===== src/mod113_pkg.sv =====
`default_nettype none

package mod113_pkg;

  localparam logic [6:0] MODULUS  = 7'd113;
  localparam int         WORD_W   = 100;
  localparam int         RES_W    = 7;
  localparam int         CHUNK_W  = 6;
  localparam int         N_CHUNKS = 16;

  typedef logic [WORD_W-1:0] word_t;
  typedef logic [RES_W-1:0]  residue_t;
  typedef logic [15:0]       count_t;
  typedef logic [1:0]        cfg_addr_t;
  typedef logic [15:0]       cfg_data_t;

  // 2^(6k) mod 113 for k = 1..16, the order of 2 is 28 so the table repeats
  localparam residue_t CHUNK_WEIGHT [1:N_CHUNKS] = '{
    7'd64,  7'd28,  7'd97,  7'd106,
    7'd4,   7'd30,  7'd112, 7'd49,
    7'd85,  7'd16,  7'd7,   7'd109,
    7'd83,  7'd1,   7'd64,  7'd28
  };

  // 2^100 mod 113, the weight of one whole word in a message
  localparam residue_t WORD_SHIFT_RES = 7'd109;

  localparam cfg_addr_t ADDR_CTRL   = 2'd0;
  localparam cfg_addr_t ADDR_COUNT  = 2'd1;
  localparam cfg_addr_t ADDR_RESULT = 2'd2;

endpackage

`default_nettype wire

===== src/acc_ctrl_if.sv =====
`timescale 1ns/1ps
`default_nettype none

interface acc_ctrl_if
  import mod113_pkg::*;
();

  logic     accumulate;
  logic     clear;
  count_t   word_count;
  residue_t last_result;

  modport regs (
    output accumulate,
    output clear,
    input  word_count,
    input  last_result
  );

  modport acc (
    input  accumulate,
    input  clear,
    output word_count,
    output last_result
  );

endinterface

`default_nettype wire


===== src/residue_top.sv =====
`timescale 1ns/1ps
`default_nettype none

module residue_top
  import mod113_pkg::*;
(
  input  logic      clk,
  input  logic      reset,
  input  logic      in_valid,
  input  word_t     in_word,
  input  logic      in_last,
  input  logic      cfg_wr,
  input  logic      cfg_rd,
  input  cfg_addr_t cfg_addr,
  input  cfg_data_t cfg_wdata,
  output logic      out_valid,
  output residue_t  out_residue,
  output logic      out_msg_done,
  output cfg_data_t cfg_rdata
);

  logic     res_valid;
  residue_t res;
  logic     res_last;

  acc_ctrl_if ctrl_if ();

  word_reducer u_reducer (
    .clk       (clk),
    .reset     (reset),
    .in_valid  (in_valid),
    .in_word   (in_word),
    .in_last   (in_last),
    .res_valid (res_valid),
    .res       (res),
    .res_last  (res_last)
  );

  residue_accumulator u_acc (
    .clk          (clk),
    .reset        (reset),
    .res_valid    (res_valid),
    .res          (res),
    .res_last     (res_last),
    .ctrl         (ctrl_if.acc),
    .out_valid    (out_valid),
    .out_residue  (out_residue),
    .out_msg_done (out_msg_done)
  );

  residue_ctrl_regs u_regs (
    .clk       (clk),
    .reset     (reset),
    .cfg_wr    (cfg_wr),
    .cfg_rd    (cfg_rd),
    .cfg_addr  (cfg_addr),
    .cfg_wdata (cfg_wdata),
    .cfg_rdata (cfg_rdata),
    .ctrl      (ctrl_if.regs)
  );

endmodule

`default_nettype wire


===== src/residue_ctrl_regs.sv =====
`timescale 1ns/1ps
`default_nettype none

module residue_ctrl_regs
  import mod113_pkg::*;
(
  input  logic       clk,
  input  logic       reset,
  input  logic       cfg_wr,
  input  logic       cfg_rd,
  input  cfg_addr_t  cfg_addr,
  input  cfg_data_t  cfg_wdata,
  output cfg_data_t  cfg_rdata,
  acc_ctrl_if.regs   ctrl
);

  logic      accumulate;
  logic      clear_pulse;
  logic      ctrl_wr;
  cfg_data_t rd_mux;

  assign ctrl_wr = cfg_wr && (cfg_addr == ADDR_CTRL);

  // bit 1 of a CTRL write becomes a single clear pulse one cycle later
  always_ff @(posedge clk)
  begin
    if (reset)
    begin
      accumulate  <= 1'b0;
      clear_pulse <= 1'b0;
    end
    else
    begin
      clear_pulse <= ctrl_wr & cfg_wdata[1];
      if (ctrl_wr)
        accumulate <= cfg_wdata[0];
    end
  end

  always_comb
  begin
    case (cfg_addr)
      ADDR_CTRL:
        rd_mux = {15'd0, accumulate};
      ADDR_COUNT:
        rd_mux = ctrl.word_count;
      ADDR_RESULT:
        rd_mux = {9'd0, ctrl.last_result};
      default:
        rd_mux = '0;
    endcase
  end

  // read data holds until the next read strobe
  always_ff @(posedge clk)
  begin
    if (reset)
      cfg_rdata <= '0;
    else if (cfg_rd)
      cfg_rdata <= rd_mux;
  end

  assign ctrl.accumulate = accumulate;
  assign ctrl.clear      = clear_pulse;

endmodule

`default_nettype wire


===== src/residue_accumulator.sv =====
`timescale 1ns/1ps
`default_nettype none

module residue_accumulator
  import mod113_pkg::*;
(
  input  logic      clk,
  input  logic      reset,
  input  logic      res_valid,
  input  residue_t  res,
  input  logic      res_last,
  acc_ctrl_if.acc   ctrl,
  output logic      out_valid,
  output residue_t  out_residue,
  output logic      out_msg_done
);

  residue_t    run_res;
  count_t      word_count;
  residue_t    last_result;
  logic [13:0] horner;
  logic [10:0] fold1;
  logic [8:0]  fold2;
  logic [7:0]  fold3;
  residue_t    acc_res;

  // run_res * 2^100 + res, at most 12320
  assign horner = 14'(run_res) * 14'(WORD_SHIFT_RES) + 14'(res);

  // three folds through 128 = 15 bring it below 158
  assign fold1 = 11'(horner[6:0]) + 11'(horner[13:7]) * 11'd15;
  assign fold2 = 9'(fold1[6:0]) + 9'(fold1[10:7]) * 9'd15;
  assign fold3 = 8'(fold2[6:0]) + 8'(fold2[8:7]) * 8'd15;

  assign acc_res = (fold3 >= 8'(MODULUS)) ? residue_t'(fold3 - 8'(MODULUS))
                                          : residue_t'(fold3);

  always_ff @(posedge clk)
  begin
    if (reset)
    begin
      out_valid    <= 1'b0;
      out_msg_done <= 1'b0;
      run_res      <= '0;
      word_count   <= '0;
      last_result  <= '0;
    end
    else
    begin
      out_valid    <= res_valid;
      out_msg_done <= res_valid & res_last & ctrl.accumulate;
      if (ctrl.clear)
      begin
        run_res     <= '0;
        word_count  <= '0;
        last_result <= '0;
      end
      else if (res_valid)
      begin
        word_count <= word_count + 16'd1;
        if (!ctrl.accumulate)
        begin
          run_res     <= '0;
          last_result <= res;
        end
        else if (res_last)
        begin
          // message ends here, the next word starts a new one
          run_res     <= '0;
          last_result <= acc_res;
        end
        else
          run_res <= acc_res;
      end
    end
  end

  always_ff @(posedge clk)
  begin
    if (res_valid)
      out_residue <= ctrl.accumulate ? acc_res : res;
  end

  assign ctrl.word_count  = word_count;
  assign ctrl.last_result = last_result;

endmodule

`default_nettype wire


===== src/word_reducer.sv =====
`timescale 1ns/1ps
`default_nettype none

module word_reducer
  import mod113_pkg::*;
(
  input  logic     clk,
  input  logic     reset,
  input  logic     in_valid,
  input  word_t    in_word,
  input  logic     in_last,
  output logic     res_valid,
  output residue_t res,
  output logic     res_last
);

  residue_t lut_res [1:N_CHUNKS];

  // the low 6 bits have weight 1 and skip the lookup
  for (genvar k = 1; k <= N_CHUNKS; k++)
  begin : g_lut
    logic [CHUNK_W-1:0] chunk;

    if (k < N_CHUNKS)
    begin : g_full
      assign chunk = in_word[CHUNK_W*k +: CHUNK_W];
    end
    else
    begin : g_top
      assign chunk = {2'b00, in_word[WORD_W-1:CHUNK_W*k]};
    end

    chunk_residue_lut #(
      .CHUNK_IDX (k)
    ) u_lut (
      .chunk (chunk),
      .res   (lut_res[k])
    );
  end

  logic [8:0] tri_sum [0:4];
  logic [9:0] psum_a;
  logic [9:0] psum_b;

  assign tri_sum[0] = 9'(lut_res[1]) + 9'(lut_res[2]) + 9'(lut_res[3]);
  assign tri_sum[1] = 9'(lut_res[4]) + 9'(lut_res[5]) + 9'(lut_res[6]);
  assign tri_sum[2] = 9'(lut_res[7]) + 9'(lut_res[8]) + 9'(lut_res[9]);
  assign tri_sum[3] = 9'(lut_res[10]) + 9'(lut_res[11]) + 9'(lut_res[12]);
  assign tri_sum[4] = 9'(lut_res[13]) + 9'(lut_res[14]) + 9'(lut_res[15]);

  assign psum_a = 10'(tri_sum[0]) + 10'(tri_sum[1]) + 10'(tri_sum[2]);
  assign psum_b = 10'(tri_sum[3]) + 10'(tri_sum[4]) + 10'(lut_res[16]);

  logic               s1_valid;
  logic               s1_last;
  logic [9:0]         psum_a_q;
  logic [9:0]         psum_b_q;
  logic [CHUNK_W-1:0] raw_q;

  always_ff @(posedge clk)
  begin
    if (reset)
      s1_valid <= 1'b0;
    else
      s1_valid <= in_valid;
  end

  always_ff @(posedge clk)
  begin
    s1_last  <= in_last;
    psum_a_q <= psum_a;
    psum_b_q <= psum_b;
    raw_q    <= in_word[CHUNK_W-1:0];
  end

  // bit 6 keeps its weight of 64, bits above fold through 128 = 15 (mod 113)
  function automatic logic [7:0] fold_psum(input logic [9:0] p);
    fold_psum = 8'(p[5:0]) + 8'(p[6]) * 8'd64 + 8'(p[9:7]) * 8'd15;
  endfunction

  logic [8:0] fold_sum;
  logic [7:0] fold_fin;
  residue_t   res_next;

  assign fold_sum = 9'(fold_psum(psum_a_q)) + 9'(fold_psum(psum_b_q));

  // the second fold stays below 226, so one subtraction is enough
  assign fold_fin = 8'(fold_sum[5:0]) + 8'(fold_sum[6]) * 8'd64
                  + 8'(fold_sum[8:7]) * 8'd15 + 8'(raw_q);

  assign res_next = (fold_fin >= 8'(MODULUS)) ? residue_t'(fold_fin - 8'(MODULUS))
                                              : residue_t'(fold_fin);

  always_ff @(posedge clk)
  begin
    if (reset)
      res_valid <= 1'b0;
    else
      res_valid <= s1_valid;
  end

  always_ff @(posedge clk)
  begin
    res      <= res_next;
    res_last <= s1_last;
  end

endmodule

`default_nettype wire


===== src/chunk_residue_lut.sv =====
`timescale 1ns/1ps
`default_nettype none

module chunk_residue_lut
  import mod113_pkg::*;
#(
  parameter int CHUNK_IDX = 1
)
(
  input  logic [CHUNK_W-1:0] chunk,
  output residue_t           res
);

  localparam residue_t WEIGHT = CHUNK_WEIGHT[CHUNK_IDX];

  // 63 * 112 needs 13 bits
  logic [12:0] product;
  logic [12:0] reduced;

  // with a constant weight this collapses to a 64-entry table
  assign product = 13'(chunk) * 13'(WEIGHT);
  assign reduced = product % 13'(MODULUS);
  assign res     = residue_t'(reduced);

endmodule

`default_nettype wire


===== config.mk =====
export PLATFORM = sky130hd
export DESIGN_NAME = residue_top
export DESIGN_NICKNAME = d
export VERILOG_FILES = /design/src/mod113_pkg.sv /design/src/acc_ctrl_if.sv /design/src/residue_top.sv /design/src/residue_ctrl_regs.sv /design/src/residue_accumulator.sv /design/src/word_reducer.sv /design/src/chunk_residue_lut.sv
export SDC_FILE = /design/constraint.sdc
export NUM_CORES = 1
export LEC_CHECK = 0
export ABC_AREA = 1
export BUFFER_PORTS_ARGS = -buffer_cell sky130_fd_sc_hd__buf_2
export CORE_MARGIN = 1
export CORE_UTILIZATION = 35
export CTS_BUF_LIST = sky130_fd_sc_hd__clkbuf_2 sky130_fd_sc_hd__clkbuf_4 sky130_fd_sc_hd__clkbuf_8
export DETAILED_ROUTE_END_ITERATION = 10
export SLEW_MARGIN = 0
export SYNTH_ARGS = -nofsm -noshare
export SYNTH_HDL_FRONTEND = slang
export SYNTH_SLANG_ARGS = --single-unit

===== constraint.sdc =====
create_clock -name clk -period 17.4 [get_ports clk]
set_input_delay 0.87 -clock clk [delete_from_list [all_inputs] [get_ports clk]]
set_output_delay 0.87 -clock clk [all_outputs]
set_load 0.03 [all_outputs]

# [Yosys cells after proc, flatten, opt, wreduce, memory -nomap -nowiden]
# Cells that the tools add are included.
[totals] word_cells=100 input_bits=124 output_inout_bits=25 regBits=94
[op_classes] div=16 n_reduce_logical=4 eq_ne=3 n_addsub=29 mux=8 n_mul=18 n_lt_le_gt_ge=2 bitwise_logic=3
[op_table] op="13-bit by 7-bit remainder unit with 13-bit output, second input constant" count=6
[op_table] op="6-bit by 7-bit multiplier with 13-bit output, second input constant" count=4
[op_table] op="7-bit 2-to-1 mux" count=7
[op_table] op="16-bit one-hot mux with 3 select lines" count=1
[op_table] op="9-bit by 7-bit adder with 9-bit output" count=5
[op_table] op="7-bit by 7-bit adder with 8-bit output" count=5
[op_table] op="11-bit by 7-bit remainder unit with 13-bit output, second input constant" count=3
[op_table] op="12-bit by 7-bit remainder unit with 13-bit output, second input constant" count=3
[op_table] op="6-bit by 3-bit multiplier with 9-bit output, second input constant" count=3
[op_table] op="6-bit by 7-bit adder with 8-bit output" count=3
[op_table] op="6-bit by 6-bit multiplier with 12-bit output, second input constant" count=2
[op_table] op="9-bit by 9-bit adder with 10-bit output" count=2
[op_table] op="16-bit by 1-bit adder with 16-bit output, second input constant" count=1
[op_table] op="8-bit by 6-bit adder with 8-bit output" count=2
[op_table] op="8-bit by 7-bit adder with 8-bit output" count=2
[op_table] op="8-bit by 7-bit greater-or-equal comparator with 1-bit output, second input constant" count=2
[op_table] op="14-bit by 7-bit adder with 14-bit output" count=1
[op_table] op="3-bit by 4-bit multiplier with 7-bit output, second input constant" count=2
[op_table] op="7-bit by 7-bit multiplier with 14-bit output, second input constant" count=1
[op_table] op="7-bit subtractor, second input constant" count=2
[op_table] op="10-bit by 7-bit remainder unit with 13-bit output, second input constant" count=1
[op_table] op="6-bit by 7-bit remainder unit with 13-bit output, second input constant" count=1
[op_table] op="8-bit by 7-bit remainder unit with 13-bit output, second input constant" count=1
[op_table] op="9-bit by 7-bit remainder unit with 13-bit output, second input constant" count=1
[op_table] op="19 further kinds" count=22

# [Depth between registers and ports, before layout]
[depth] ltp_word=12 mapped_depth=80 mapped_depth_nobuf=79

# [Hierarchy]
# From an unflattened synthesis, not the netlist that was laid out.
[unflattened] hier_cells=6160 hier_area_um2=39749.4
[modules_own_cells] mod="word_reducer" area_each_um2=5136.2 cells_each=520 instances=1 seq_area_each_um2=740.7
[modules_own_cells] mod="residue_accumulator" area_each_um2=4996.0 cells_each=638 instances=1 seq_area_each_um2=850.8
[modules_own_cells] mod="chunk_residue_lut (u_reducer.g_lut[12].u_lut)" area_each_um2=2803.9 cells_each=473 instances=1 seq_area_each_um2=0.0
[modules_own_cells] mod="chunk_residue_lut (u_reducer.g_lut[4].u_lut)" area_each_um2=2753.9 cells_each=461 instances=1 seq_area_each_um2=0.0
[modules_own_cells] mod="chunk_residue_lut (u_reducer.g_lut[13].u_lut)" area_each_um2=2747.6 cells_each=496 instances=1 seq_area_each_um2=0.0
[modules_own_cells] mod="chunk_residue_lut (u_reducer.g_lut[15].u_lut ...)" area_each_um2=1340.0 cells_each=232 instances=2 seq_area_each_um2=0.0
[modules_own_cells] mod="chunk_residue_lut (u_reducer.g_lut[8].u_lut)" area_each_um2=2627.5 cells_each=437 instances=1 seq_area_each_um2=0.0
[modules_own_cells] mod="chunk_residue_lut (u_reducer.g_lut[9].u_lut)" area_each_um2=2543.7 cells_each=443 instances=1 seq_area_each_um2=0.0
[modules_own_cells] mod="chunk_residue_lut (u_reducer.g_lut[7].u_lut)" area_each_um2=2488.6 cells_each=417 instances=1 seq_area_each_um2=0.0
[modules_own_cells] mod="chunk_residue_lut (u_reducer.g_lut[3].u_lut)" area_each_um2=2183.3 cells_each=364 instances=1 seq_area_each_um2=0.0
[modules_own_cells] mod="chunk_residue_lut (u_reducer.g_lut[6].u_lut)" area_each_um2=1988.2 cells_each=340 instances=1 seq_area_each_um2=0.0
[modules_own_cells] mod="chunk_residue_lut (u_reducer.g_lut[2].u_lut)" area_each_um2=1707.9 cells_each=287 instances=1 seq_area_each_um2=0.0
[modules_own_cells] mod="chunk_residue_lut (u_reducer.g_lut[16].u_lut)" area_each_um2=1632.8 cells_each=266 instances=1 seq_area_each_um2=0.0
[modules_own_cells] mod="chunk_residue_lut (u_reducer.g_lut[11].u_lut)" area_each_um2=1460.2 cells_each=233 instances=1 seq_area_each_um2=0.0
[modules_own_cells] mod="+4 rows"

# [Worst setup path before layout]
# No wires, ideal clock.
[synth_timing] path_type="reg2reg" start="reg u_acc.run_res[0]" end="reg u_acc.last_result[4] (netlist: u_acc.ctrl.last_result[4])" synth_period_minus_slack_ps=12221 slack_ps=5179 setup_time_ps=115 arrival_time_ps=12106 t_required_ps=17285 path_stages_with_launch=53 path_buffers=0 path_cell_list="dfxtp_1 -> ha_1 -> fa_1 -> ha_1 -> inv_1 -> fa_1 -> inv_1 -> ha_1 -> inv_1 -> o31ai_1 -> a21oi_1 -> o21bai_1 -> a21oi_1 -> o21ai_0 -> xor2_1 -> inv_1 -> fa_1 -> fa_1 -> [17 not listed] -> nor2_1 -> o21ai_0 -> nand2_1 -> a21oi_1 -> inv_1 -> fa_1 -> ha_1 -> inv_1 -> o31ai_1 -> xor2_1 -> nor2_1 -> o21ai_0 -> o22ai_1 -> nand2_1 -> xnor2_1 -> o21ai_0 -> o21ai_0 -> inv_1"
[synth_between] elab_chain_cells=12 elab_cells_between_ends=13 cone_classes="add/sub (5); mul (4); order compare (1); mux (3)"
[synth_lines] element="start, declared" line_no="residue_accumulator.sv:18" source="residue_t run_res;"
[synth_lines] element="start signal, assigned" line_no="residue_accumulator.sv:73" source="run_res <= acc_res;"
[synth_lines] element="7-bit by 7-bit multiplier with 14-bit output *" line_no="residue_accumulator.sv:28" source="assign horner = 14'(run_res) * 14'(WORD_SHIFT_RES) + 14'(res);"
[synth_lines] element="14-bit by 7-bit adder with 14-bit output *" line_no="residue_accumulator.sv:28"
[synth_lines] element="7-bit by 4-bit multiplier with 11-bit output" line_no="residue_accumulator.sv:31" source="assign fold1 = 11'(horner[6:0]) + 11'(horner[13:7]) * 11'd15;"
[synth_lines] element="7-bit by 11-bit adder with 11-bit output *" line_no="residue_accumulator.sv:31"
[synth_lines] element="4-bit by 4-bit multiplier with 8-bit output" line_no="residue_accumulator.sv:32" source="assign fold2 = 9'(fold1[6:0]) + 9'(fold1[10:7]) * 9'd15;"
[synth_lines] element="7-bit by 8-bit adder with 9-bit output *" line_no="residue_accumulator.sv:32"
[synth_lines] element="2-bit by 4-bit multiplier with 6-bit output" line_no="residue_accumulator.sv:33" source="assign fold3 = 8'(fold2[6:0]) + 8'(fold2[8:7]) * 8'd15;"
[synth_lines] element="7-bit by 6-bit adder with 8-bit output *" line_no="residue_accumulator.sv:33"
[synth_lines] element="7-bit subtractor / 8-bit by 7-bit greater-or-equal comparator with 1-bit output (equally long branches)" line_no="residue_accumulator.sv:35" source="assign acc_res = (fold3 >= 8'(MODULUS)) ? residue_t'(fold3 - 8'(MODULUS))"
[synth_lines] element="7-bit 2-to-1 mux *" line_no="residue_accumulator.sv:35"
[synth_lines] element="7-bit 2-to-1 mux *" line_no="residue_accumulator.sv:66" source="else if (res_last)"
[synth_lines] element="7-bit 2-to-1 mux *" line_no="residue_accumulator.sv:61" source="if (!ctrl.accumulate)"
[synth_lines] element="end signal, assigned" line_no="residue_accumulator.sv:64" source="last_result <= res;"
[synth_lines] element="end signal, assigned" line_no="residue_accumulator.sv:70" source="last_result <= acc_res;"
[synth_lines] element="end, declared" line_no="residue_accumulator.sv:20" source="residue_t last_result;"
# Every way passes the cells marked *; elsewhere a longest branch is shown, timed or not. The select of a mux whose other input is x is not followed.
# A chain may end at the register's enable or synchronous reset.

# [Worst setup path in the final report]
[layout_timing] start="reg u_acc.run_res[0]" end="reg u_acc.last_result[6] (netlist: u_acc.ctrl.last_result[6])"
# The elaborated chain is that of the path after synthesis.

==> qor.txt <==
status - completed
DRC errors left - 0
RSZ-0062 raised after global routing - no
port bufs - 134
crit path DAT - 13.83 ns
WS Path Type - reg -> reg
Max-Cap Viols - 0
final wirelength - 71.2 mm
final period utilization - 77.5%
Max Freq - 74.1 MHz
TNS Setup - 0 ns
largest net degree at the start of global routing - 33
die area - 96,400 µm²
Seq/Total Area, Yosys - 5.86%
worst-margin pin slew - 0.898 ns
synthesized instance count - 5,225
DIE WIDTH - 310 µm
H-tree depth - 3
vias per inst - 4.68
via count - 30,916
clk sinks - 94
Initial Utilization - 35.5%
Slew Limit Fails - 0
synth unique cells - 74
CP Capture Type - flop
FFs w/ async S/R, synth - 0%
Post-CTS Setup Inserts - 0
multi-input logic area - 27,300 µm²
diode count - 0
Clk Latency, worst-skew pair - 0.40 ns
CTS tree - yes
CTS max path bufs - 2
area share of the largest cell type after synthesis - 18.4%
register bit total from synthesis - 94
Layout Skew - 0.0179 ns
post-route ant nets - 0
prevailing post-synth register cell - dfxtp_1
Die Y - 310 µm
fin crit period - 13.49 ns
Rows - 112
dpl hpwl - 62.5 mm
post-synth top area cell - ha_1
max_slew headroom - 39.9%
critical path's top delay family - adder cells
initial antenna violation count - 2
root buffer cell - clkbuf_8
# IOs - 149
Slowest cell on crit path - fa_1
Reg clk slew, reported paths - 0.10 ns
Initial DRC Count - 1,319
Num CTS Buffers - 9
Hold Path Class - reg -> reg
final estimated routing congestion in global placement - 0.819
synthesis-to-finish area growth - 6.87%
register area - 1950 µm²
CP max stage delay - 0.55 ns
Crit path required time - 17.74 ns
Avg Cell Area, Syn - 6.37 µm²
layout cell share with drive strength beyond 1 - 9.01%
post-synth net total - 5,988
synthesized area - 33,300 µm²
nets - 6,107
Final Hold Viols - 0
top cells by area, synth - ha_1 18%, nand2_1 14%, inv_1 11%, fa_1 9.0%, xor2_1 6.9%
Tot GR Track Use - 14.8%
WL per Instance - 10.8 µm
first-pass GRT wire length - 125 mm
CTS hold repair buffers - 0
R2R setup slack - 3.91 ns
EDFF count, synth - 7
vias in the first global route - 28,533
Synthesis Warnings - 0
Buf/Inv on CP - 8
DR pass1 iterations - 5
core box area - 93,700 µm²
critical-path maximum fanout - 8
FILL cells - 10,159
post_cts resized - 0
grt total ovfl - 0
Startpoint Class - flop
number of setup violations in the final report - 0
==> area by class of cell <==
class | instances | share of cell area (%)
Sequential cell | 94 | 5.48
Inverter | 1036 | 10.9
Tap cell | 1254 | 4.41
Clock inverter | 7 | 0.257
Multi-Input combinational cell | 4068 | 76.7
Clock buffer | 9 | 0.348
Timing Repair Buffer | 135 | 1.91
==> sequential cells by signal (all words and copies together) (netlist names) <==
register / flops
u_reducer.psum_b_q: 10
u_reducer.s1_valid: 1
u_acc.run_res: 7
u_acc.ctrl.word_count: 16
u_regs.ctrl.accumulate: 1
u_acc.out_msg_done: 1
u_reducer.raw_q: 6
u_reducer.res: 7
u_regs.cfg_rdata: 16
u_reducer.res_valid: 1
u_acc.out_residue: 7
u_reducer.s1_last: 1
u_acc.ctrl.last_result: 7
u_acc.out_valid: 1
u_regs.ctrl.clear: 1
u_reducer.psum_a_q: 10
u_reducer.res_last: 1
==> routing by layer <==
layer / global-route usage [%] / vias up / wire (µm)
met3: 0.783 / 24 / 1180
met5: 0 / - / 14
met4: 1.62 / 2 / 419
met2: 26.0 / 249 / 33200
met1: 20.5 / 13764 / 36400
li1: - / 16877 / -
==> cell families after synthesis <==
family | count (synthesis) | synth area share (%)
xor gates and xnor gates | 370 | 9.93
adders and majority gates | 639 | 27.4
and+or+nand+nor | 2430 | 33.7
DFF | 94 | 5.86
muxes | 4 | 0.128
buffers and inverters | 1063 | 12.2
AOI/OAI and AO/OA | 625 | 10.8
==> path summary, 6_finish.rpt <==
path / cells past startpoint / start / end
setup / recovery: 53 / u_acc.run_res[0] / u_acc.ctrl.last_result[6]
hold / removal: 0 / u_reducer.s1_last / u_reducer.res_last
setup reg to reg: 53 / u_acc.run_res[0] / u_acc.ctrl.last_result[6]
hold reg to reg: 0 / u_reducer.s1_last / u_reducer.res_last
==> Yosys cell counts (all sizes together), types with 4 or more instances <==
| cell | n |
|---|---|
| nand2 | 1367 |
| inv | 1033 |
| ha | 490 |
| nor2 | 415 |
| nand3 | 405 |
| xor2 | 268 |
| a21oi | 245 |
| o21ai | 240 |
| fa | 149 |
| nand4 | 125 |
| xnor2 | 102 |
| dfxtp | 87 |
| nor3 | 45 |
| nand3b | 30 |
| o211ai | 29 |
| a31oi | 21 |
| o21bai | 21 |
| or2 | 21 |
| buf | 16 |
| a21o | 15 |
| o31ai | 12 |
| and2 | 11 |
| clkbuf | 11 |
| edfxtp | 7 |
| a211oi | 6 |
| a21boi | 6 |
| nor4 | 6 |
| o221ai | 6 |
| o211a | 4 |
| o21a | 4 |
| o311ai | 4 |
==> placed cells by master, fill, tap and decap left out, types with 15 or more instances in the layout <==
cell type	count
nand2_1	1233
inv_1	998
ha_1	490
nand3_1	364
nor2_1	358
xor2_1	261
a21oi_1	234
o21ai_0	189
fa_1	149
buf_2	134
nand4_1	124
nand2_2	111
xnor2_1	100
dfxtp_1	87
nor3_1	41
nor2_2	39
o21ai_1	39
inv_2	34
nand3_2	33
nand3b_1	28
o211ai_1	27
nand2_4	22
a31oi_1	21
o21bai_1	20
nor2_4	18
or2_2	17
a21o_1	15
==> through the flow <==
stage	worst slack (ns)	utilization (%)	cell area (µm²)	cells	hold WS (ns)
global placement	4.01	37.7	35400	6587	0.313
floorplan	5.18	-	33300	5225	0.310
global route	2.51	38.0	35600	6603	0.351
finish	3.91	38.0	35600	6603	0.351
detailed placement	3.89	37.7	35400	6587	0.328
CTS	3.84	38.0	35600	6603	0.351
Power is not shown: default switching activity piles up to over one toggle a cycle in this logic, so the estimate is an artifact.
